## src/hw/vmem_pkg.sv

```systemverilog
//============================
// Shared vector memory definitions
// Widths, cache latency, scheduler states,
// element width and lmul encodings, vtype union
//============================
package vmem_pkg;

  // Data and address width
  localparam int WORD_W = 32;
  // Cache model depth, word index from address bits 9:2
  localparam int MEM_WORDS = 256;
  localparam int MEM_AW = $clog2(MEM_WORDS);
  // Cycles from strobe to dhit
  localparam int MEM_LATENCY = 2;
  localparam int LAT_W = $clog2(MEM_LATENCY + 1);
  // Vector register length in bytes
  localparam int VLENB = 16;

  // Address scheduler FSM states
  localparam logic [1:0] IDLE = 2'd0;
  localparam logic [1:0] LANE0 = 2'd1;
  localparam logic [1:0] LANE1 = 2'd2;

  // Load/store element width
  typedef enum logic [1:0] {EEW8 = 2'd0, EEW16 = 2'd1, EEW32 = 2'd2} eew_t;

  // vtype.vsew
  typedef enum logic [2:0] {SEW8 = 3'd0, SEW16 = 3'd1, SEW32 = 3'd2, SEW64 = 3'd3} sew_t;

  // vtype.vlmul, fractional groups at the top
  typedef enum logic [2:0] {
    LMUL1 = 3'd0, LMUL2 = 3'd1, LMUL4 = 3'd2, LMUL8 = 3'd3,
    LMULF8 = 3'd5, LMULF4 = 3'd6, LMULF2 = 3'd7
  } vlmul_t;

  // Kind of configuration instruction
  typedef enum logic [1:0] {NOT_CFG = 2'd0, VSETVLI = 2'd1, VSETVL = 2'd2} cfg_t;

  // Raw word from execute, or the decoded fields
  typedef union packed {
    logic [WORD_W-1:0] raw;
    struct packed {
      logic [WORD_W-9:0] reserved;
      logic vma;
      logic vta;
      sew_t vsew;
      vlmul_t vlmul;
    } f;
  } vtype_u;

endpackage
```

## src/hw/vmem_ifs.sv

```systemverilog
//============================
// Stage to scheduler interface
// Scheduler to data cache interface
//============================
`timescale 1ns/1ps

interface addr_sched_if import vmem_pkg::*; ();
  // Step handed over by the stage
  logic [WORD_W-1:0] addr0;
  logic [WORD_W-1:0] addr1;
  logic [WORD_W-1:0] storedata0;
  logic [WORD_W-1:0] storedata1;
  eew_t eew;
  logic load_ena;
  logic store_ena;
  logic [1:0] lane_ena;
  // One cycle per memory step
  logic start;

  // Scheduler status
  logic busy;
  logic exception;
  logic arrived0;
  logic arrived1;
  // Lane at fault
  logic index;

  modport stage (
    output addr0, addr1, storedata0, storedata1, eew, load_ena, store_ena, lane_ena, start,
    input busy, exception, arrived0, arrived1, index
  );

  modport sched (
    input addr0, addr1, storedata0, storedata1, eew, load_ena, store_ena, lane_ena, start,
    output busy, exception, arrived0, arrived1, index
  );
endinterface

interface dcache_if import vmem_pkg::*; ();
  // Word aligned access, strobe held until dhit
  logic [WORD_W-1:0] dmemaddr;
  logic [WORD_W-1:0] dmemstore;
  logic ren;
  logic wen;
  logic [3:0] byte_ena;
  // Response
  logic dhit;
  logic [WORD_W-1:0] dmemload;

  modport master (output dmemaddr, dmemstore, ren, wen, byte_ena, input dhit);
  modport slave (input dmemaddr, dmemstore, ren, wen, byte_ena, output dhit, dmemload);
  // Load data tap for the stage
  modport monitor (input dmemload);
endinterface

```

## src/hw/vector_memory_stage.sv

```systemverilog
//============================
// Vector memory stage
// Load buffer and alignment, writeback latch,
// vl and vtype configuration registers
//============================
`timescale 1ns/1ps

module vector_memory_stage import vmem_pkg::*; (
  input logic CLK,
  input logic nRST,
  input logic in_valid,
  input logic [WORD_W-1:0] alu0,
  input logic [WORD_W-1:0] alu1,
  input logic [WORD_W-1:0] sdat0,
  input logic [WORD_W-1:0] sdat1,
  input eew_t eew_in,
  input logic load_ena,
  input logic store_ena,
  input logic [1:0] lane_wen,
  input logic [WORD_W-1:0] woffset0,
  input logic [WORD_W-1:0] woffset1,
  input logic rd_wen,
  input logic [4:0] rd_sel,
  input logic [WORD_W-1:0] rd_data,
  input cfg_t cfg_type,
  input logic [WORD_W-1:0] next_vtype,
  input logic [WORD_W-1:0] next_avl,
  input logic stall_mem,
  input logic flush_mem,
  output logic csr_update,
  output logic wb_valid,
  output logic [1:0] wb_wen,
  output logic [WORD_W-1:0] wb_wdat0,
  output logic [WORD_W-1:0] wb_wdat1,
  output logic [WORD_W-1:0] wb_woffset0,
  output logic [WORD_W-1:0] wb_woffset1,
  output logic wb_rd_wen,
  output logic [4:0] wb_rd_sel,
  output logic [WORD_W-1:0] wb_rd_data,
  output logic [WORD_W-1:0] wb_vl,
  output sew_t wb_sew,
  output vlmul_t wb_lmul,
  addr_sched_if.stage asif,
  dcache_if.monitor cif
);

  function automatic logic [WORD_W-1:0] elem_mask(input eew_t w);
    case (w)
      EEW8: elem_mask = 32'h0000_00ff;
      EEW16: elem_mask = 32'h0000_ffff;
      default: elem_mask = '1;
    endcase
  endfunction

  logic mem_step;
  logic started;
  logic start;
  logic latch_en;
  logic is_cfg;
  logic [1:0] got;
  logic [1:0] wen_eff;
  logic [WORD_W-1:0] data0;
  logic [WORD_W-1:0] load0;
  logic [WORD_W-1:0] load1;
  logic [WORD_W-1:0] wdat0;
  logic [WORD_W-1:0] wdat1;
  logic [7:0] avl8;
  logic [7:0] vlmax;
  logic [7:0] next_vl;
  logic [WORD_W-1:0] vl;
  vtype_u vtype;
  vtype_u new_vtype;

  assign mem_step = load_ena | store_ena;
  // One start per memory step, held off once issued
  assign start = in_valid & mem_step & ~asif.busy & ~started;
  // Step leaves once the scheduler is done with it
  assign latch_en = in_valid & ~asif.busy & ~start & ~stall_mem;

  assign asif.addr0 = alu0;
  assign asif.addr1 = alu1;
  assign asif.storedata0 = sdat0;
  assign asif.storedata1 = sdat1;
  assign asif.eew = eew_in;
  assign asif.load_ena = load_ena;
  assign asif.store_ena = store_ena;
  // Register write lanes double as the active lanes
  assign asif.lane_ena = lane_wen;
  assign asif.start = start;

  // Start issued, and which lanes have returned data
  always_ff @(posedge CLK, negedge nRST) begin
    if (!nRST) begin
      started <= 1'b0;
      got <= 2'b00;
    end else if (latch_en || flush_mem) begin
      started <= 1'b0;
      got <= 2'b00;
    end else begin
      if (start) begin
        started <= 1'b1;
      end
      if (asif.arrived0) begin
        got[0] <= 1'b1;
      end
      if (asif.arrived1) begin
        got[1] <= 1'b1;
      end
    end
  end

  // Lane 0 word kept while lane 1 is fetched
  always_ff @(posedge CLK) begin
    if (asif.arrived0) begin
      data0 <= cif.dmemload;
    end
  end

  // Lane 1 word still sits on dmemload from its dhit
  assign load0 = (data0 >> {alu0[1:0], 3'b000}) & elem_mask(eew_in);
  assign load1 = (cif.dmemload >> {alu1[1:0], 3'b000}) & elem_mask(eew_in);
  assign wdat0 = load_ena ? load0 : alu0;
  assign wdat1 = load_ena ? load1 : alu1;

  // Stores write no register, loads only lanes that arrived
  always_comb begin
    if (store_ena) begin
      wen_eff = 2'b00;
    end else if (load_ena) begin
      wen_eff = lane_wen & got;
    end else begin
      wen_eff = lane_wen;
    end
  end

  // Writeback latch control
  always_ff @(posedge CLK, negedge nRST) begin
    if (!nRST) begin
      wb_valid <= 1'b0;
      wb_wen <= 2'b00;
      wb_rd_wen <= 1'b0;
    end else if (flush_mem) begin
      wb_valid <= 1'b0;
      wb_wen <= 2'b00;
      wb_rd_wen <= 1'b0;
    end else if (!stall_mem) begin
      wb_valid <= latch_en;
      wb_wen <= latch_en ? wen_eff : 2'b00;
      wb_rd_wen <= latch_en & rd_wen & ~asif.exception;
    end
  end

  // Writeback payload
  always_ff @(posedge CLK) begin
    if (latch_en) begin
      wb_wdat0 <= wdat0;
      wb_wdat1 <= wdat1;
      wb_woffset0 <= woffset0;
      wb_woffset1 <= woffset1;
      wb_rd_sel <= rd_sel;
      // Config instructions return the new vl in rd
      wb_rd_data <= is_cfg ? {{(WORD_W-8){1'b0}}, next_vl} : rd_data;
    end
  end

  // vl capped at VLENB over element bytes of the new sew
  assign is_cfg = (cfg_type != NOT_CFG);
  assign csr_update = in_valid & is_cfg;
  assign new_vtype.raw = next_vtype;
  assign avl8 = next_avl[7:0];
  assign vlmax = 8'(VLENB >> new_vtype.f.vsew);
  assign next_vl = (avl8 > vlmax) ? vlmax : avl8;

  always_ff @(posedge CLK, negedge nRST) begin
    if (!nRST) begin
      vl <= '0;
      vtype.raw <= '0;
    end else if (latch_en && is_cfg && !flush_mem) begin
      vl <= {{(WORD_W-8){1'b0}}, next_vl};
      vtype.raw <= new_vtype.raw;
    end
  end

  assign wb_vl = vl;
  assign wb_sew = vtype.f.vsew;
  assign wb_lmul = vtype.f.vlmul;

endmodule

```

## src/flat_wrapper.sv

```systemverilog
// flat-port wrapper written by rule: the top's interface ports become plain ports
module vector_memory_stage_flat import vmem_pkg::*;
  (CLK, nRST, in_valid, alu0, alu1, sdat0, sdat1, eew_in, load_ena, store_ena, lane_wen, woffset0, woffset1, rd_wen, rd_sel, rd_data, cfg_type, next_vtype, next_avl, stall_mem, flush_mem, csr_update, wb_valid, wb_wen, wb_wdat0, wb_wdat1, wb_woffset0, wb_woffset1, wb_rd_wen, wb_rd_sel, wb_rd_data, wb_vl, wb_sew, wb_lmul, asif_addr0, asif_addr1, asif_storedata0, asif_storedata1, asif_eew, asif_load_ena, asif_store_ena, asif_lane_ena, asif_start, asif_busy, asif_exception, asif_arrived0, asif_arrived1, asif_index, cif_dmemload);
  addr_sched_if asif_i ();
  dcache_if cif_i ();
  input logic CLK;
  input logic nRST;
  input logic in_valid;
  input logic [WORD_W-1:0] alu0;
  input logic [WORD_W-1:0] alu1;
  input logic [WORD_W-1:0] sdat0;
  input logic [WORD_W-1:0] sdat1;
  input eew_t eew_in;
  input logic load_ena;
  input logic store_ena;
  input logic [1:0] lane_wen;
  input logic [WORD_W-1:0] woffset0;
  input logic [WORD_W-1:0] woffset1;
  input logic rd_wen;
  input logic [4:0] rd_sel;
  input logic [WORD_W-1:0] rd_data;
  input cfg_t cfg_type;
  input logic [WORD_W-1:0] next_vtype;
  input logic [WORD_W-1:0] next_avl;
  input logic stall_mem;
  input logic flush_mem;
  output logic csr_update;
  output logic wb_valid;
  output logic [1:0] wb_wen;
  output logic [WORD_W-1:0] wb_wdat0;
  output logic [WORD_W-1:0] wb_wdat1;
  output logic [WORD_W-1:0] wb_woffset0;
  output logic [WORD_W-1:0] wb_woffset1;
  output logic wb_rd_wen;
  output logic [4:0] wb_rd_sel;
  output logic [WORD_W-1:0] wb_rd_data;
  output logic [WORD_W-1:0] wb_vl;
  output sew_t wb_sew;
  output vlmul_t wb_lmul;
  output wire logic [$bits(asif_i.addr0)-1:0] asif_addr0;
  output wire logic [$bits(asif_i.addr1)-1:0] asif_addr1;
  output wire logic [$bits(asif_i.storedata0)-1:0] asif_storedata0;
  output wire logic [$bits(asif_i.storedata1)-1:0] asif_storedata1;
  output wire logic [$bits(asif_i.eew)-1:0] asif_eew;
  output wire logic [$bits(asif_i.load_ena)-1:0] asif_load_ena;
  output wire logic [$bits(asif_i.store_ena)-1:0] asif_store_ena;
  output wire logic [$bits(asif_i.lane_ena)-1:0] asif_lane_ena;
  output wire logic [$bits(asif_i.start)-1:0] asif_start;
  input wire logic [$bits(asif_i.busy)-1:0] asif_busy;
  input wire logic [$bits(asif_i.exception)-1:0] asif_exception;
  input wire logic [$bits(asif_i.arrived0)-1:0] asif_arrived0;
  input wire logic [$bits(asif_i.arrived1)-1:0] asif_arrived1;
  input wire logic [$bits(asif_i.index)-1:0] asif_index;
  input wire logic [$bits(cif_i.dmemload)-1:0] cif_dmemload;
  assign asif_addr0 = asif_i.addr0;
  assign asif_addr1 = asif_i.addr1;
  assign asif_storedata0 = asif_i.storedata0;
  assign asif_storedata1 = asif_i.storedata1;
  assign asif_eew = asif_i.eew;
  assign asif_load_ena = asif_i.load_ena;
  assign asif_store_ena = asif_i.store_ena;
  assign asif_lane_ena = asif_i.lane_ena;
  assign asif_start = asif_i.start;
  assign asif_i.busy = asif_busy;
  assign asif_i.exception = asif_exception;
  assign asif_i.arrived0 = asif_arrived0;
  assign asif_i.arrived1 = asif_arrived1;
  assign asif_i.index = asif_index;
  assign cif_i.dmemload = cif_dmemload;
  vector_memory_stage u_core (.CLK(CLK), .nRST(nRST), .in_valid(in_valid), .alu0(alu0), .alu1(alu1), .sdat0(sdat0), .sdat1(sdat1), .eew_in(eew_in), .load_ena(load_ena), .store_ena(store_ena), .lane_wen(lane_wen), .woffset0(woffset0), .woffset1(woffset1), .rd_wen(rd_wen), .rd_sel(rd_sel), .rd_data(rd_data), .cfg_type(cfg_type), .next_vtype(next_vtype), .next_avl(next_avl), .stall_mem(stall_mem), .flush_mem(flush_mem), .csr_update(csr_update), .wb_valid(wb_valid), .wb_wen(wb_wen), .wb_wdat0(wb_wdat0), .wb_wdat1(wb_wdat1), .wb_woffset0(wb_woffset0), .wb_woffset1(wb_woffset1), .wb_rd_wen(wb_rd_wen), .wb_rd_sel(wb_rd_sel), .wb_rd_data(wb_rd_data), .wb_vl(wb_vl), .wb_sew(wb_sew), .wb_lmul(wb_lmul), .asif(asif_i), .cif(cif_i));
endmodule
```

## config.mk

```make
export PLATFORM = sky130hd
export DESIGN_NAME = vector_memory_stage_flat
export DESIGN_NICKNAME = d
export VERILOG_FILES = /design/src/hw/vmem_pkg.sv /design/src/hw/vmem_ifs.sv /design/src/hw/vector_memory_stage.sv /design/src/flat_wrapper.sv
export SDC_FILE = /design/constraint.sdc
export NUM_CORES = 1
export LEC_CHECK = 0
export BUFFER_PORTS_ARGS = -buffer_cell sky130_fd_sc_hd__buf_2
export CAP_MARGIN = 20
export CORE_AREA = 3 3 263 265
export CTS_CLUSTER_DIAMETER = 60
export CTS_CLUSTER_SIZE = 14
export DETAILED_ROUTE_END_ITERATION = 8
export DIE_AREA = 0 0 266 268
export HOLD_SLACK_MARGIN = 0.15
export PLACE_DENSITY = 0.46
export RECOVER_POWER = 25
export SYNTH_ARGS = -nofsm -noshare
export SYNTH_HDL_FRONTEND = slang
export SYNTH_SLANG_ARGS = --single-unit
export TNS_END_PERCENT = 5
```

## constraint.sdc

```tcl
create_clock -name CLK -period 4.3 [get_ports CLK]
set_clock_uncertainty 0.15 [all_clocks]
set_input_delay 0.43 -clock CLK [delete_from_list [all_inputs] [get_ports CLK]]
set_output_delay 0.43 -clock CLK [all_outputs]
set_load 0.1 [all_outputs]
```

==> implementation parameters <==
Parameter                              Value

CTS
  Maximum level of the CTS H-tree ... 1
  PostCTS Resize Cnt ... 0
  Sinks on Clock Net ... roughly 220
  Number of buffers on the longest clock path ... 3
  Number of buffers inserted during clock tree synthesis ... 26
  Clk pin slew, worst setup/hold paths ... roughly 0.07 ns
  Clock root buffer ... sky130_fd_sc_hd__clkbuf_16
  TritonCTS clock tree ... done
  Insertion delay to the later sink of the worst-skew pair ... between 0.5 and 0.6 ns

Setup path
  Worst Path Buf+Inv ... 4
  R2R Setup Slk ... approximately 1.3 ns
  Launching element type of the critical path ... primary input
  Series of cell instances along the critical path ... dlygate4sd3_1 > buf_2 > or3_1 > ha_1 > mux2i_1 > a21o_1 > nand3_1 > dlygate4sd3_1 > a31oi_1 > dlygate4sd3_1
  Family with the most delay on the worst path ... buffers and inverters
  R2R Path End ... u_core.got[1]$_DFFE_PN0P_
  Critical Path AT ... roughly 3.8 ns
  Longest individual stage delay on the worst path ... 0.58 ns
  Endpoint type of the worst setup path ... flop
  Startpoint of the most critical setup path ... next_vtype[4]
  Critical path depth ... 10
  Worst setup path endpoint ... u_core.wb_vl[3]$_DFFE_PN0P_
  CP max stage cell ... sky130_fd_sc_hd__dlygate4sd3_1
  Number of cell instances on the worst register-to-register path ... 6
  Category of the most critical setup path ... in -> reg
  Largest fanout on the critical path ... 10
  CP Data Required Time ... approximately 4.7 ns
  Critical path's most frequent cell ... sky130_fd_sc_hd__dlygate4sd3_1
  Origin of the critical flop-to-flop path ... u_core.started$_DFFE_PN0P_

Floorplan
  I/O pin count ... between 600 and 700
  Area of the core region ... around 67,000 µm²
  Die X-Extent ... about 270 µm
  Floorplan die height ... ~270 µm
  Area of the die ... roughly 71,000 µm²
  Starting density of the core ... 14.8%
  Site Rows ... 95

Place
  Input/output buffers ... about 480
  Instance area after placement ... ~12,000 µm²
  Post-placement worst setup slack ... 1.49 ns
  DP Wirelength ... between 30 and 40 mm
  Global placer's final weighted congestion ... 0.750

Global route
  Antenna violations before repair ... 5
  Number of global-route vias before repair ... 7,928
  Overflow left after global routing ... 0
  First-pass GRT wire length ... 55.5 mm
  Largest net degree at the start of global routing ... roughly 60
  Combined global-route utilization of all metal layers ... between 10% and 20%

STA
  Time the final worst path needs with I/O delays and setup ... roughly 3.4 ns
  Upper clock frequency limit ... 0.292 GHz
  Unrepaired setup endpoints after global routing ... no
  Final number of setup-violating endpoints ... 0
  Final-report max-slew violation count ... 0
  Final total negative setup slack ... 0 ns
  Max-Slew Margin vs Limit ... 15.9%
  Transition time at the pin with the least slew margin ... 1.26 ns
  Final critical-path share of the clock period ... around four fifths
  Post-route setup slack ... between 0.8 and 0.9 ns
  Final hold vios ... 0

Routing
  # DRC ... 0
  Via density per instance ... 3.60
  Total routed wirelength ... 41.3 mm
  DRC violation total after the first TritonRoute iteration ... between 400 and 500
  Wire per inst ... approximately 19 µm
  Antenna violation net count after detailed routing ... 0
  Total vias in the final route ... approximately 7,800
  First-pass DRT Iterations ... 4

Power and ir drop
  Leakage ... 6.21 nW
  Total power density per cell area ... just under 400 nW/µm²
  Max VDD drop ... 0.305 mV
  Total power ... about 6 mW

Synth
  Dominant cells by area after synthesis ... sky130_fd_sc_hd__edfxtp_1 60%, sky130_fd_sc_hd__buf_4 12%, sky130_fd_sc_hd__dfrtp_1 5.3%
  Post-synthesis async set-or-reset flop share ... around a tenth
  Gate count of the mapped netlist ... 702
  Sequential-to-total area share from yosys stat ... about 65%
  Synthesized area divided by synthesized cell count ... 14.1 µm²
  Most area-hungry cell type in the Yosys netlist ... sky130_fd_sc_hd__edfxtp_1
  Flip-flop and latch count after synthesis ... 218
  Count of flip-flops with a built-in enable after synthesis ... 197
  Ys Warns ... 0
  Area share of the leading cell type in the synthesized netlist ... 59.8%
  Synth cell types ... 41
  Ys flop type ... sky130_fd_sc_hd__edfxtp_1
  Area of the mapped netlist ... between 9000 and 10,000 µm²

Layout
  Most frequent standard cell in the layout excluding fill and tap cells ... sky130_fd_sc_hd__buf_2
  Final cell area excluding filler cells ... approximately 15,000 µm²
  Most frequent cells in the layout ... 450 x sky130_fd_sc_hd__buf_2, 222 x sky130_fd_sc_hd__dlygate4sd3_1, 197 x sky130_fd_sc_hd__edfxtp_1, 35 x sky130_fd_sc_hd__nor2_1
  Fillcell total ... between 7,000 and 8,000
  Nets ... roughly 1,600
  Area taken by multi-input logic gates ... ~2200 µm²
  Share of post-route cells with drive strength above 1 ... between 40 and 50%
  Register cell area after layout ... around 6400 µm²
  Area added between synthesis and finish ... 55.1%

Run status
  Status ... finished clean

Run
  Max-capacitance violation count ... 0

Min path
  Classification of the worst-slack hold path ... in -> reg
synthesized netlist by cell type, types with 4 or more instances:
cell type                     n
sky130_fd_sc_hd__a21o_1       5
sky130_fd_sc_hd__ha_1         5
sky130_fd_sc_hd__a22o_1      16
sky130_fd_sc_hd__nor2_1      35
sky130_fd_sc_hd__buf_4      158
sky130_fd_sc_hd__clkbuf_1    16
sky130_fd_sc_hd__nand3_1      5
sky130_fd_sc_hd__o2bb2ai_1   32
sky130_fd_sc_hd__a211oi_1    13
sky130_fd_sc_hd__a21oi_1     32
sky130_fd_sc_hd__inv_1        4
sky130_fd_sc_hd__buf_2        8
sky130_fd_sc_hd__dfrtp_1     21
sky130_fd_sc_hd__nor3_1       4
sky130_fd_sc_hd__o22a_1       4
sky130_fd_sc_hd__and2_1      28
sky130_fd_sc_hd__edfxtp_1   197
sky130_fd_sc_hd__a31oi_1     12
sky130_fd_sc_hd__nand2_1      6
sky130_fd_sc_hd__nor2b_1     17
sky130_fd_sc_hd__mux2i_1     33
sky130_fd_sc_hd__nand2b_1     4
sky130_fd_sc_hd__mux2_2      20
sequential cells by signal (all words and copies together) (netlist names):
signal              flops
u_core.data0           32
u_core.wb_rd_data      32
u_core.wb_wdat0        32
u_core.wb_wdat1        32
u_core.wb_woffset0     32
u_core.wb_woffset1     32
u_core.wb_vl            8
u_core.vtype            6
u_core.wb_rd_sel        5
u_core.got              2
u_core.wb_wen           2
u_core.started          1
u_core.wb_rd_wen        1
u_core.wb_valid         1
tightest hold or removal path, delay by kind of cell:
family,cells,cell delay (ns)
AND/OR/NAND/NOR,2,0.29
AO/OA/AOI/OAI,1,0.08
buffers and inverters,1,0.07
stage by stage:
step           hold WS [ns]  instances  util, %
4_1_cts               0.153       2174     22.9
3_5_place_dp          0.282       1908     18.4
2_1_floorplan       -0.0156        725        -
5_1_grt               0.248       2175     22.9
3_3_place_gp          0.279       1908     18.4
6_report              0.218       2178     22.9
worst min-delay path by stage:
stage | from | cells after the start | slack [ns] | to
CTS | next_avl[5] | 4 | 0.15 | u_core.wb_vl[0]$_DFFE_PN0P_
global placement | nRST | 1 | 0.28 | u_core.wb_vl[3]$_DFFE_PN0P_
detailed placement | nRST | 1 | 0.28 | u_core.wb_vl[3]$_DFFE_PN0P_
finish | asif_busy | 4 | 0.22 | u_core.started$_DFFE_PN0P_
global route | asif_busy | 4 | 0.25 | u_core.started$_DFFE_PN0P_
floorplan | nRST | 0 | -0.02 | u_core.got[0]$_DFFE_PN0P_
per-layer routing:
layer,global-route usage (%),share of wire [%],up-vias
met5,0,0.063,-
met4,4.10,3.7,4
met3,1.92,5.6,105
met2,19.4,50,338
met1,12.8,40,3798
li1,-,-,3591
logic make-up after synthesis:
family                     count (synthesis)  share of synthesized area, %
DFF                                      218                          65.1
buffers and inverters                    191                          13.4
other                                      1                        0.0379
AOI/OAI and AO/OA                        122                          9.02
muxes                                     53                          5.62
and+or+nand+nor                          112                          6.14
adders and majority gates                  5                         0.633
where the power goes:
group	total, mW	internal [mW]	switching [mW]
Clock	2.15	1.19	0.961
Sequential	2.45	2.41	0.0398
Combinational	1.46	0.374	1.08
Total	6.06	3.97	2.08
final cells by class:
type                            instances  share of cell area, %
Sequential cell                       218                   42.0
Timing Repair Buffer                  719                   30.8
Multi-Input combinational cell        316                   14.4
Tap cell                              873                   7.12
Clock buffer                           26                   4.24
Clock inverter                         18                   1.18
Inverter                                5                  0.147
Antenna cell                            3                 0.0490
repair_timing:
action	in CTS	in global routing
setup endpoints to repair	0	0
hold buffers	222	0
hold endpoints to repair	233	0
setup buffers	0	0
(Power assumes the default switching activity.)
