--- src/hw/vmem_pkg.sv ---
//============================
// Shared vector memory definitions
// Widths, cache latency, scheduler states,
// element width and lmul encodings, vtype union
//============================
package vmem_pkg;

  // Data and address width
  localparam int WORD_W = 32;
  // Cache model depth, word index from address bits 9:2
  localparam int MEM_WORDS = 256;
  localparam int MEM_AW = $clog2(MEM_WORDS);
  // Cycles from strobe to dhit
  localparam int MEM_LATENCY = 2;
  localparam int LAT_W = $clog2(MEM_LATENCY + 1);
  // Vector register length in bytes
  localparam int VLENB = 16;

  // Address scheduler FSM states
  localparam logic [1:0] IDLE = 2'd0;
  localparam logic [1:0] LANE0 = 2'd1;
  localparam logic [1:0] LANE1 = 2'd2;

  // Load/store element width
  typedef enum logic [1:0] {EEW8 = 2'd0, EEW16 = 2'd1, EEW32 = 2'd2} eew_t;

  // vtype.vsew
  typedef enum logic [2:0] {SEW8 = 3'd0, SEW16 = 3'd1, SEW32 = 3'd2, SEW64 = 3'd3} sew_t;

  // vtype.vlmul, fractional groups at the top
  typedef enum logic [2:0] {
    LMUL1 = 3'd0, LMUL2 = 3'd1, LMUL4 = 3'd2, LMUL8 = 3'd3,
    LMULF8 = 3'd5, LMULF4 = 3'd6, LMULF2 = 3'd7
  } vlmul_t;

  // Kind of configuration instruction
  typedef enum logic [1:0] {NOT_CFG = 2'd0, VSETVLI = 2'd1, VSETVL = 2'd2} cfg_t;

  // Raw word from execute, or the decoded fields
  typedef union packed {
    logic [WORD_W-1:0] raw;
    struct packed {
      logic [WORD_W-9:0] reserved;
      logic vma;
      logic vta;
      sew_t vsew;
      vlmul_t vlmul;
    } f;
  } vtype_u;

endpackage
--- src/hw/vmem_ifs.sv ---
//============================
// Stage to scheduler interface
// Scheduler to data cache interface
//============================
`timescale 1ns/1ps

interface addr_sched_if import vmem_pkg::*; ();
  // Step handed over by the stage
  logic [WORD_W-1:0] addr0;
  logic [WORD_W-1:0] addr1;
  logic [WORD_W-1:0] storedata0;
  logic [WORD_W-1:0] storedata1;
  eew_t eew;
  logic load_ena;
  logic store_ena;
  logic [1:0] lane_ena;
  // One cycle per memory step
  logic start;

  // Scheduler status
  logic busy;
  logic exception;
  logic arrived0;
  logic arrived1;
  // Lane at fault
  logic index;

  modport stage (
    output addr0, addr1, storedata0, storedata1, eew, load_ena, store_ena, lane_ena, start,
    input busy, exception, arrived0, arrived1, index
  );

  modport sched (
    input addr0, addr1, storedata0, storedata1, eew, load_ena, store_ena, lane_ena, start,
    output busy, exception, arrived0, arrived1, index
  );
endinterface

interface dcache_if import vmem_pkg::*; ();
  // Word aligned access, strobe held until dhit
  logic [WORD_W-1:0] dmemaddr;
  logic [WORD_W-1:0] dmemstore;
  logic ren;
  logic wen;
  logic [3:0] byte_ena;
  // Response
  logic dhit;
  logic [WORD_W-1:0] dmemload;

  modport master (output dmemaddr, dmemstore, ren, wen, byte_ena, input dhit);
  modport slave (input dmemaddr, dmemstore, ren, wen, byte_ena, output dhit, dmemload);
  // Load data tap for the stage
  modport monitor (input dmemload);
endinterface

--- src/hw/address_scheduler.sv ---
//============================
// Address scheduler
// Per-lane access FSM, byte enables,
// store alignment, misalignment check
//============================
`timescale 1ns/1ps

module address_scheduler import vmem_pkg::*; (
  input logic CLK,
  input logic nRST,
  addr_sched_if.sched as,
  dcache_if.master cif
);

  // Element must sit on its natural boundary
  function automatic logic misaligned(input logic [1:0] off, input eew_t w);
    case (w)
      EEW16: misaligned = off[0];
      EEW32: misaligned = |off;
      default: misaligned = 1'b0;
    endcase
  endfunction

  // Bytes of the word touched by one element
  function automatic logic [3:0] lane_bytes(input logic [1:0] off, input eew_t w);
    case (w)
      EEW8: lane_bytes = 4'b0001 << off;
      EEW16: lane_bytes = 4'b0011 << {off[1], 1'b0};
      default: lane_bytes = 4'b1111;
    endcase
  endfunction

  logic [1:0] state;
  logic exc_q;
  logic index_q;
  logic busy;
  logic mis0;
  logic mis1;
  logic lane_sel;

  // Step captured at start
  logic [WORD_W-1:0] addr0_q;
  logic [WORD_W-1:0] addr1_q;
  logic [WORD_W-1:0] sdat0_q;
  logic [WORD_W-1:0] sdat1_q;
  eew_t eew_q;
  logic ld_q;
  logic st_q;
  logic lane1_q;

  // Lane being served
  logic [WORD_W-1:0] cur_addr;
  logic [WORD_W-1:0] cur_data;

  // Checked on the live step, only active lanes count
  assign mis0 = as.lane_ena[0] & misaligned(as.addr0[1:0], as.eew);
  assign mis1 = as.lane_ena[1] & misaligned(as.addr1[1:0], as.eew);

  always_ff @(posedge CLK, negedge nRST) begin
    if (!nRST) begin
      state <= IDLE;
      exc_q <= 1'b0;
      index_q <= 1'b0;
    end else begin
      // Exception is a single-cycle pulse
      exc_q <= 1'b0;
      case (state)
        IDLE: begin
          if (as.start) begin
            if (mis0 || mis1) begin
              // Abort the whole step, report first faulting lane
              exc_q <= 1'b1;
              index_q <= ~mis0;
            end else if (as.lane_ena[0]) begin
              state <= LANE0;
            end else if (as.lane_ena[1]) begin
              state <= LANE1;
            end
          end
        end
        LANE0: begin
          if (cif.dhit) begin
            state <= lane1_q ? LANE1 : IDLE;
          end
        end
        LANE1: begin
          if (cif.dhit) begin
            state <= IDLE;
          end
        end
        default: state <= IDLE;
      endcase
    end
  end

  // Step payload, only meaningful while busy
  always_ff @(posedge CLK) begin
    if (state == IDLE && as.start) begin
      addr0_q <= as.addr0;
      addr1_q <= as.addr1;
      sdat0_q <= as.storedata0;
      sdat1_q <= as.storedata1;
      eew_q <= as.eew;
      ld_q <= as.load_ena;
      st_q <= as.store_ena;
      lane1_q <= as.lane_ena[1];
    end
  end

  assign busy = (state != IDLE);
  assign lane_sel = (state == LANE1);
  assign cur_addr = lane_sel ? addr1_q : addr0_q;
  assign cur_data = lane_sel ? sdat1_q : sdat0_q;

  // Strobe stays high across back-to-back lanes
  assign cif.ren = busy & ld_q;
  assign cif.wen = busy & st_q;
  assign cif.dmemaddr = {cur_addr[WORD_W-1:2], 2'b00};
  assign cif.byte_ena = lane_bytes(cur_addr[1:0], eew_q);
  // Store element moved up to its byte lane
  assign cif.dmemstore = cur_data << {cur_addr[1:0], 3'b000};

  assign as.busy = busy;
  assign as.exception = exc_q;
  assign as.index = index_q;
  assign as.arrived0 = cif.dhit & (state == LANE0);
  assign as.arrived1 = cif.dhit & lane_sel;

endmodule

--- src/flat_wrapper.sv ---
// flat-port wrapper written by rule: the top's interface ports become plain ports
module address_scheduler_flat import vmem_pkg::*;
  (CLK, nRST, as_addr0, as_addr1, as_storedata0, as_storedata1, as_eew, as_load_ena, as_store_ena, as_lane_ena, as_start, as_busy, as_exception, as_arrived0, as_arrived1, as_index, cif_dmemaddr, cif_dmemstore, cif_ren, cif_wen, cif_byte_ena, cif_dhit);
  addr_sched_if as_i ();
  dcache_if cif_i ();
  input logic CLK;
  input logic nRST;
  input wire logic [$bits(as_i.addr0)-1:0] as_addr0;
  input wire logic [$bits(as_i.addr1)-1:0] as_addr1;
  input wire logic [$bits(as_i.storedata0)-1:0] as_storedata0;
  input wire logic [$bits(as_i.storedata1)-1:0] as_storedata1;
  input wire logic [$bits(as_i.eew)-1:0] as_eew;
  input wire logic [$bits(as_i.load_ena)-1:0] as_load_ena;
  input wire logic [$bits(as_i.store_ena)-1:0] as_store_ena;
  input wire logic [$bits(as_i.lane_ena)-1:0] as_lane_ena;
  input wire logic [$bits(as_i.start)-1:0] as_start;
  output wire logic [$bits(as_i.busy)-1:0] as_busy;
  output wire logic [$bits(as_i.exception)-1:0] as_exception;
  output wire logic [$bits(as_i.arrived0)-1:0] as_arrived0;
  output wire logic [$bits(as_i.arrived1)-1:0] as_arrived1;
  output wire logic [$bits(as_i.index)-1:0] as_index;
  output wire logic [$bits(cif_i.dmemaddr)-1:0] cif_dmemaddr;
  output wire logic [$bits(cif_i.dmemstore)-1:0] cif_dmemstore;
  output wire logic [$bits(cif_i.ren)-1:0] cif_ren;
  output wire logic [$bits(cif_i.wen)-1:0] cif_wen;
  output wire logic [$bits(cif_i.byte_ena)-1:0] cif_byte_ena;
  input wire logic [$bits(cif_i.dhit)-1:0] cif_dhit;
  assign as_i.addr0 = as_addr0;
  assign as_i.addr1 = as_addr1;
  assign as_i.storedata0 = as_storedata0;
  assign as_i.storedata1 = as_storedata1;
  assign as_i.eew = as_eew;
  assign as_i.load_ena = as_load_ena;
  assign as_i.store_ena = as_store_ena;
  assign as_i.lane_ena = as_lane_ena;
  assign as_i.start = as_start;
  assign as_busy = as_i.busy;
  assign as_exception = as_i.exception;
  assign as_arrived0 = as_i.arrived0;
  assign as_arrived1 = as_i.arrived1;
  assign as_index = as_i.index;
  assign cif_dmemaddr = cif_i.dmemaddr;
  assign cif_dmemstore = cif_i.dmemstore;
  assign cif_ren = cif_i.ren;
  assign cif_wen = cif_i.wen;
  assign cif_byte_ena = cif_i.byte_ena;
  assign cif_i.dhit = cif_dhit;
  address_scheduler u_core (.CLK(CLK), .nRST(nRST), .as(as_i), .cif(cif_i));
endmodule
--- config.mk ---
export PLATFORM = sky130hd
export DESIGN_NAME = address_scheduler_flat
export DESIGN_NICKNAME = d
export VERILOG_FILES = /design/src/hw/vmem_pkg.sv /design/src/hw/vmem_ifs.sv /design/src/hw/address_scheduler.sv /design/src/flat_wrapper.sv
export SDC_FILE = /design/constraint.sdc
export NUM_CORES = 1
export LEC_CHECK = 0
export BUFFER_PORTS_ARGS = -buffer_cell sky130_fd_sc_hd__buf_2
export CAP_MARGIN = 20
export CORE_MARGIN = 8
export CORE_UTILIZATION = 30
export CTS_CLUSTER_SIZE = 14
export DETAILED_ROUTE_END_ITERATION = 8
export SETUP_SLACK_MARGIN = 0.2
export SLEW_MARGIN = 20
export SYNTH_ARGS = -nofsm -noshare
export SYNTH_HDL_FRONTEND = slang
export SYNTH_SLANG_ARGS = --single-unit
--- constraint.sdc ---
create_clock -name CLK -period 2.4 [get_ports CLK]
set_input_delay 0.48 -clock CLK [delete_from_list [all_inputs] [get_ports CLK]]
set_output_delay 0.48 -clock CLK [all_outputs]
set_load 0.1 [all_outputs]
==> run metrics, run 1 <==
startpoint types=register; largest net degree at the start of global routing=53; reported leakage power=4.61 nW; critical path startpoint=u_core.state[0]$_DFFE_PN0P_; maximum vdd ir drop=~0.00059 V; RSZ-0062 raised after global routing=yes; most frequent standard cell in the layout excluding fill and tap cells=sky130_fd_sc_hd__buf_2; met1 Usage GRT=0.180; warning count from the yosys run=0; number of violations reported at the end of detailed-routing iteration 0=between 200 and 300; Hold Path Origin=as_storedata1[18]; depth of the critical timing path with buffers and inverters included=7; average footprint of a synthesized cell=roughly 13 um^2; area of the core region=19600 um^2; worst reg-to-reg path cell count=5; cell family with most CP delay=buffers and inverters; Remaining DRCs=0; Slew Limit Fails=0; worst-case clock skew=just over 10 ps; final worst setup slack=-158 ps; Setup TNS Final=-2730 ps; pre-CTS worst setup slack=-60.6 ps; gate count of the mapped netlist=462; root buffer cell=sky130_fd_sc_hd__clkbuf_16; Worst EP required=1920 ps; hold_ws=229 ps; total clock buffers created by CTS=17; count of pins on the block boundary=roughly 210; Max Fclk=0.391 GHz; critical-path cell list=buf_6 -> nor2b_4 -> buf_12 -> nand2_2 -> a211oi_2 -> a221oi_4 -> buf_12; initial core utilization=0.307; all-layer global routing usage=0.169; final RePlAce weighted congestion=~0.8; data arrival time of the critical path=around 2100 ps; final clock period utilization by the worst path=1.07; area enclosed by the die boundary=24800 um^2; Buf+Inv Stages, Crit Path=3; layer with the highest usage=met2; clock tree buffer depth=2; layout overhead on the synthesized area=83.5%; violated checks=setup timing; final layout net count=roughly 900; number of detailed-routing iterations run before antenna repair=5; type of the worst setup path=register to output port; clk sinks=between 100 and 150; detailed-placement wirelength estimate=between 10000 and 15000 um; Critical Path Slowest Stage Cell=sky130_fd_sc_hd__dfrtp_1; via count=around 4800; latest clock arrival within the worst-skew pair=420 ps; sequential fraction of the synthesis area=0.681; first-pass GRT wire length=between 30000 and 40000 um; critical path endpoint category=output port; synthesized flop and latch total=around 140; number of failing setup endpoints in the final timing report=33; count of endpoints failing hold in the final timing report=0; Critical Path Fanout Max=8; Final Core Density=0.563; mean routed wirelength per cell=approximately 20 um; crit path time final=~2600 ps; Total Routed Length=20500 um; share of final-layout standard cells stronger than drive strength 1=0.620; ys flop type=sky130_fd_sc_hd__edfxtp_1; Worst Hold Path Cells=1; count of flip-flops with a built-in enable after synthesis=between 100 and 150; Clock transition at path regs=around 70 ps; TritonCTS clock tree=yes; power per standard cell area=around 1100 nW/um^2; worst reg2reg startpoint=u_core.state[0]$_DFFE_PN0P_; routed vias/inst=roughly 4.7; met2 routing resource usage after global routing=0.303; total number of H-tree levels=4; number of core rows=a little over 50; count of different cell masters after synthesis=40; IO buf count=210; routing usage on met3=0.0627; outcome=finished, violations left; worst hold path class=input port to register; commonest non-fill, non-tap cells in the layout=140 x sky130_fd_sc_hd__buf_2, 133 x sky130_fd_sc_hd__edfxtp_1, 82 x sky130_fd_sc_hd__buf_12, 68 x sky130_fd_sc_hd__nand2_1, 64 x sky130_fd_sc_hd__nand2_4; library cell appearing most often on the critical path=sky130_fd_sc_hd__buf_12; Post-Synthesis Cell Area=6010 um^2; chip height=approximately 160 um; initial antenna violation count=3; number of max-cap violations=0; overflow left after global routing=0; x dimension of the die=~160 um; ys async rst share=0.0292; biggest cell delay along the critical path=about 390 ps; number of global-route vias before repair=between 5000 and 6000; number of nets with antenna violations after routing=0
-- what timing repair did --
| item | 4_1_cts | 5_1_grt |
|---|---|---|
| cloned | 8 | 0 |
| gates resized for setup | 276 | 14 |
| endpoints found under the hold margin | 4 | 0 |
| hold buffers | 1 | 0 |
| setup buffers | 34 | 7 |
| pin swaps | 64 | 42 |
| endpoints found under the setup margin | 68 | 69 |
-- cell type report --
| class | count | area [um^2] |
|---|---|---|
| Timing Repair Buffer | 285 | 3100 |
| Inverter | 5 | 18.8 |
| Clock buffer | 18 | 429 |
| Multi-Input combinational cell | 294 | 2880 |
| Sequential cell | 137 | 4100 |
| Antenna cell | 2 | 5.00 |
| Tap cell | 265 | 332 |
| Fill cell | 1630 | 8550 |
| Clock inverter | 14 | 186 |
-- flip-flops by register name, indices dropped and copies added (netlist names) --
register,count
u_core.as.index,1
u_core.addr1_q,32
u_core.lane1_q,1
u_core.sdat1_q,32
u_core.st_q,1
u_core.eew_q,2
u_core.state,2
u_core.sdat0_q,32
u_core.addr0_q,32
u_core.ld_q,1
u_core.as.exception,1
-- power by group --
part / total (W) / internal (W) / switching (W)
Sequential: 0.00318 / 0.00301 / 0.000174
Clock: 0.00274 / 0.00166 / 0.00108
Combinational: 0.00639 / 0.00237 / 0.00402
-- worst reg2reg max path: cells and delay by family (launching register included) --
family / cells / cell delay [ps]
simple gates: 2 / 570
flops: 1 / 390
buf+inv: 3 / 600
-- routing by layer --
metal,vias to the layer above,part of all wire
met5,-,0.00039
met4,2,0.012
met3,17,0.081
met2,160,0.53
met1,2377,0.37
li1,2239,-
-- metrics by stage --
step / std cells / instance area (um^2) / power [W]
global route: 1020 / 11000 / 0.0127
global placement: 936 / 8640 / 0.00827
CTS: 1011 / 10900 / 0.0123
finish: 1020 / 11000 / 0.0123
floorplan: 463 / 6360 / 0.00663
detailed placement: 936 / 8640 / 0.00832
-- worst paths after layout --
check / endpoint / slack (ps)
max in group asynchronous: u_core.state[1]$_DFFE_PN0P_ / 1820
max: cif_dmemstore[26] / -160
min reg2reg: u_core.state[1]$_DFFE_PN0P_ / 500
min in group asynchronous: u_core.as.exception$_DFF_PN0_ / 430
min: u_core.sdat1_q[18]$_DFFE_PP_ / 230
max reg2reg: u_core.addr0_q[1]$_DFFE_PP_ / 490
-- cell usage after synthesis, types with 2 or more instances --
master	instances	area, um^2
sky130_fd_sc_hd__mux2i_1	32	320
sky130_fd_sc_hd__nor2b_1	10	62.6
sky130_fd_sc_hd__nand3_1	8	40.0
sky130_fd_sc_hd__edfxtp_1	133	3990
sky130_fd_sc_hd__a221oi_1	7	61.3
sky130_fd_sc_hd__o21ai_0	2	10.0
sky130_fd_sc_hd__nor2_1	13	48.8
sky130_fd_sc_hd__a211oi_1	7	52.6
sky130_fd_sc_hd__buf_6	7	78.8
sky130_fd_sc_hd__nand2_1	134	503
sky130_fd_sc_hd__nor3b_1	8	60.1
sky130_fd_sc_hd__o21bai_1	4	30.0
sky130_fd_sc_hd__nand2b_1	2	12.5
sky130_fd_sc_hd__buf_4	10	75.1
sky130_fd_sc_hd__and2b_1	2	15.0
sky130_fd_sc_hd__a21oi_1	12	60.1
sky130_fd_sc_hd__dfrtp_1	4	100
sky130_fd_sc_hd__o21ai_1	16	80.1
sky130_fd_sc_hd__inv_1	4	15.0
sky130_fd_sc_hd__mux2_2	8	90.1
sky130_fd_sc_hd__buf_2	11	55.1
sky130_fd_sc_hd__a31oi_1	9	56.3
sky130_fd_sc_hd__ha_1	2	25.0
-- cells by family after synthesis --
family	share of synthesized area
other cells	0.000623
flops	0.681
simple gates	0.133
buf+inv	0.0379
compound gates	0.0714
fa+ha+maj	0.00416
mux	0.0720
Power figures use the tool's default switching activity.
==> run 2, diff against run 1 <==
--- a/config.mk
+++ b/config.mk
@@ -7,10 +7,12 @@
 export LEC_CHECK = 0
 export BUFFER_PORTS_ARGS = -buffer_cell sky130_fd_sc_hd__buf_2
 export CAP_MARGIN = 20
+export CORE_ASPECT_RATIO = 0.7
 export CORE_MARGIN = 8
-export CORE_UTILIZATION = 30
+export CORE_UTILIZATION = 40
 export CTS_CLUSTER_SIZE = 14
 export DETAILED_ROUTE_END_ITERATION = 8
+export PLACE_DENSITY = 0.66
 export SETUP_SLACK_MARGIN = 0.2
 export SLEW_MARGIN = 20
 export SYNTH_ARGS = -nofsm -noshare
==> run 2 against run 1 <==
The run still ends with setup timing left. Final cell count decreased by 8.9%. Critical path depth stayed put. Sequential cell count did not move. Fmax decreased by 0.73%. Wire length decreased by 5.8%. Power decreased by 3.7%. Count of clock-buffer cells in the layout is 1 lower. Register-to-register slack better by 60 ps. Global-route usage increased by 2.6 points. Clock power is 2% higher. Sequential share of layout area increased by 3.0 points. Core utilization increased by 13 points. Critical path type unchanged. Highest routed layer unchanged.
==> run metrics, run 2 (synthesis results as in run 1) <==
Critical Path Fanout Max=8 (unchanged); total clock buffers created by CTS=17 (unchanged); IO buf count=210 (unchanged); Max Fclk=0.388 GHz (was 0.391 GHz); data arrival time of the critical path=2100 ps (was 2080 ps); area of the core region=14700 um^2 (was 19600 um^2); latest clock arrival within the worst-skew pair=410 ps (was 420 ps); TritonCTS clock tree=yes (unchanged); worst-case clock skew=10.8 ps (was 10.1 ps); worst reg-to-reg path cell count=5 (unchanged); power after layout=0.0119 W (was 0.0123 W); number of global-route vias before repair=5205 (was 5474); number of core rows=37 (was 51); clock tree buffer depth=2 (unchanged); detailed-placement wirelength estimate=12700 um (was 13700 um); hold_ws=240 ps (was 229 ps); all-layer global routing usage=0.195 (was 0.169); biggest cell delay along the critical path=380 ps (was 390 ps); Remaining DRCs=0 (unchanged); clk sinks=137 (unchanged); routed vias/inst=5.17 (was 4.70); number of failing setup endpoints in the final timing report=37 (was 33); outcome=finished, violations left (unchanged); Critical Path Slowest Stage Cell=sky130_fd_sc_hd__dfrtp_1 (unchanged); share of final-layout standard cells stronger than drive strength 1=0.577 (was 0.620); x dimension of the die=163 um (was 158 um); endpoint of the worst register-to-register path=u_core.addr1_q[7]$_DFFE_PP_ (was u_core.addr0_q[1]$_DFFE_PP_); net switching power of the design=0.00499 W (was 0.00527 W); layout overhead on the synthesized area=69.9% (was 83.5%); Int Pwr=0.00686 W (was 0.00705 W); logic gate share of total power=0.498 (was 0.519); count of pins on the block boundary=213 (unchanged); via count=4805 (was 4795); cell family with most CP delay=buffers and inverters (unchanged); sequential fraction of design power=0.266 (was 0.258); first-pass GRT wire length=28900 um (was 31000 um); violated checks=setup timing (unchanged); worst reg2reg startpoint=u_core.state[0]$_DFFE_PN0P_ (unchanged); number of max-cap violations=0 (unchanged); root buffer cell=sky130_fd_sc_hd__clkbuf_16 (unchanged); Total Routed Length=19400 um (was 20500 um); RSZ-0062 raised after global routing=yes (unchanged); worst hold path class=input port to register (unchanged); startpoint types=register (unchanged); power per standard cell area=1160 nW/um^2 (was 1120 nW/um^2); Worst EP required=1920 ps (about the same); final worst setup slack=-177 ps (was -158 ps); critical path endpoint category=output port (unchanged); initial antenna violation count=3 (unchanged); critical path startpoint=u_core.state[0]$_DFFE_PN0P_ (unchanged); overflow left after global routing=0 (unchanged); Clock transition at path regs=60 ps (was 70 ps); reported leakage power=4.17 nW (was 4.61 nW); total number of H-tree levels=4 (unchanged); final layout net count=859 (was 880); final clock period utilization by the worst path=1.07 (about the same); final RePlAce weighted congestion=0.851 (was 0.799); count of endpoints failing hold in the final timing report=0 (unchanged); commonest non-fill, non-tap cells in the layout=140 x sky130_fd_sc_hd__buf_2, 133 x sky130_fd_sc_hd__edfxtp_1, 93 x sky130_fd_sc_hd__nand2_1, 75 x sky130_fd_sc_hd__buf_12, 42 x sky130_fd_sc_hd__nand2_2 (was 140 x sky130_fd_sc_hd__buf_2, 133 x sky130_fd_sc_hd__edfxtp_1, 82 x sky130_fd_sc_hd__buf_12, 68 x sky130_fd_sc_hd__nand2_1, 64 x sky130_fd_sc_hd__nand2_4); crit path time final=2580 ps (was 2560 ps); termination of the worst setup path=cif_dmemstore[29] (was cif_dmemstore[26]); mean routed wirelength per cell=20.8 um (was 20.1 um); largest net degree at the start of global routing=55 (was 53); depth of the critical timing path with buffers and inverters included=7 (unchanged); area enclosed by the die boundary=19300 um^2 (was 24800 um^2); Buf+Inv Stages, Crit Path=3 (unchanged); most frequent standard cell in the layout excluding fill and tap cells=sky130_fd_sc_hd__buf_2 (unchanged); number of nets with antenna violations after routing=0 (unchanged); setup slack, reg-to-reg=550 ps (was 490 ps); Slew Limit Fails=0 (unchanged); initial core utilization=0.409 (was 0.307); number of detailed-routing iterations run before antenna repair=5 (unchanged); switching share of power=0.421 (was 0.428); critical-path cell list=buf_6 -> nor2b_4 -> buf_12 -> nand2_2 -> a211oi_2 -> a221oi_4 -> buf_4 (was buf_6 -> nor2b_4 -> buf_12 -> nand2_2 -> a211oi_2 -> a221oi_4 -> buf_12); type of the worst setup path=register to output port (unchanged); fraction of power consumed by the clock network=0.236 (was 0.223); maximum vdd ir drop=0.000659 V (was 0.000588 V); chip height=119 um (was 158 um); number of violations reported at the end of detailed-routing iteration 0=287 (was 256)
-- run 2: worst min-delay path by stage --
stage / start / end / slack (ps) / cells past startpoint
5_1_grt: as_storedata1[30] / u_core.sdat1_q[30]$_DFFE_PP_ / 220 / 1
2_1_floorplan: nRST / u_core.as.exception$_DFF_PN0_ / 180 / 0
4_1_cts: as_storedata1[28] / u_core.sdat1_q[28]$_DFFE_PP_ / 220 / 1
3_3_place_gp: nRST / u_core.as.exception$_DFF_PN0_ / 300 / 1
3_5_place_dp: nRST / u_core.as.index$_DFFE_PN0P_ / 300 / 1
6_report: as_storedata1[28] / u_core.sdat1_q[28]$_DFFE_PP_ / 240 / 1
-- run 2: stage by stage --
| stage | util | setup slack (ps) | cells | TNS [ps] | area (um^2) |
|---|---|---|---|---|---|
| after global placement | 0.577 | 33.8 | 860 | 0 | 8490 |
| after global routing | 0.694 | -262 | 928 | -6600 | 10200 |
| after CTS | 0.681 | -162 | 920 | -2940 | 10000 |
| final | 0.694 | -177 | 929 | -3440 | 10200 |
| after floorplan | - | -48.7 | 463 | -258 | 6360 |
| after detailed placement | 0.577 | -17.0 | 860 | -46.3 | 8490 |
-- run 2: what timing repair did --
action / 4_1_cts / 5_1_grt
resized for setup: 140 / 26
pin swaps: 10 / 14
cloned: 6 / 1
endpoints found under the setup margin: 68 / 70
hold endpoints to repair: 4 / 0
setup buffers: 21 / 6
hold buffers: 1 / 0
-- run 2: per-layer routing --
| metal | up-vias | routed length (um) | GRT usage | share of wire |
|---|---|---|---|---|
| met5 | - | 13 | 0 | 0.00067 |
| met4 | 2 | 295 | 0.0697 | 0.015 |
| met2 | 213 | 9900 | 0.329 | 0.51 |
| li1 | 2198 | - | - | - |
| met1 | 2369 | 7690 | 0.231 | 0.40 |
| met3 | 23 | 1460 | 0.0603 | 0.076 |
-- run 2: cell type report --
type	instances	area, um^2
Clock buffer	17	425
Timing Repair Buffer	265	2830
Sequential cell	137	4090
Inverter	5	18.8
Tap cell	195	244
Clock inverter	15	215
Fill cell	986	4510
Multi-Input combinational cell	293	2390
Antenna cell	2	5.00
-- run 2: power by group through the flow --
stage	clock, W	combinational (W)	sequential [W]
after CTS	0.00286	0.00580	0.00313
final	0.00280	0.00591	0.00315
after global routing	0.00294	0.00609	0.00317
after detailed placement	0	0.00508	0.00317
after global placement	0	0.00504	0.00316
after floorplan	0	0.00343	0.00320
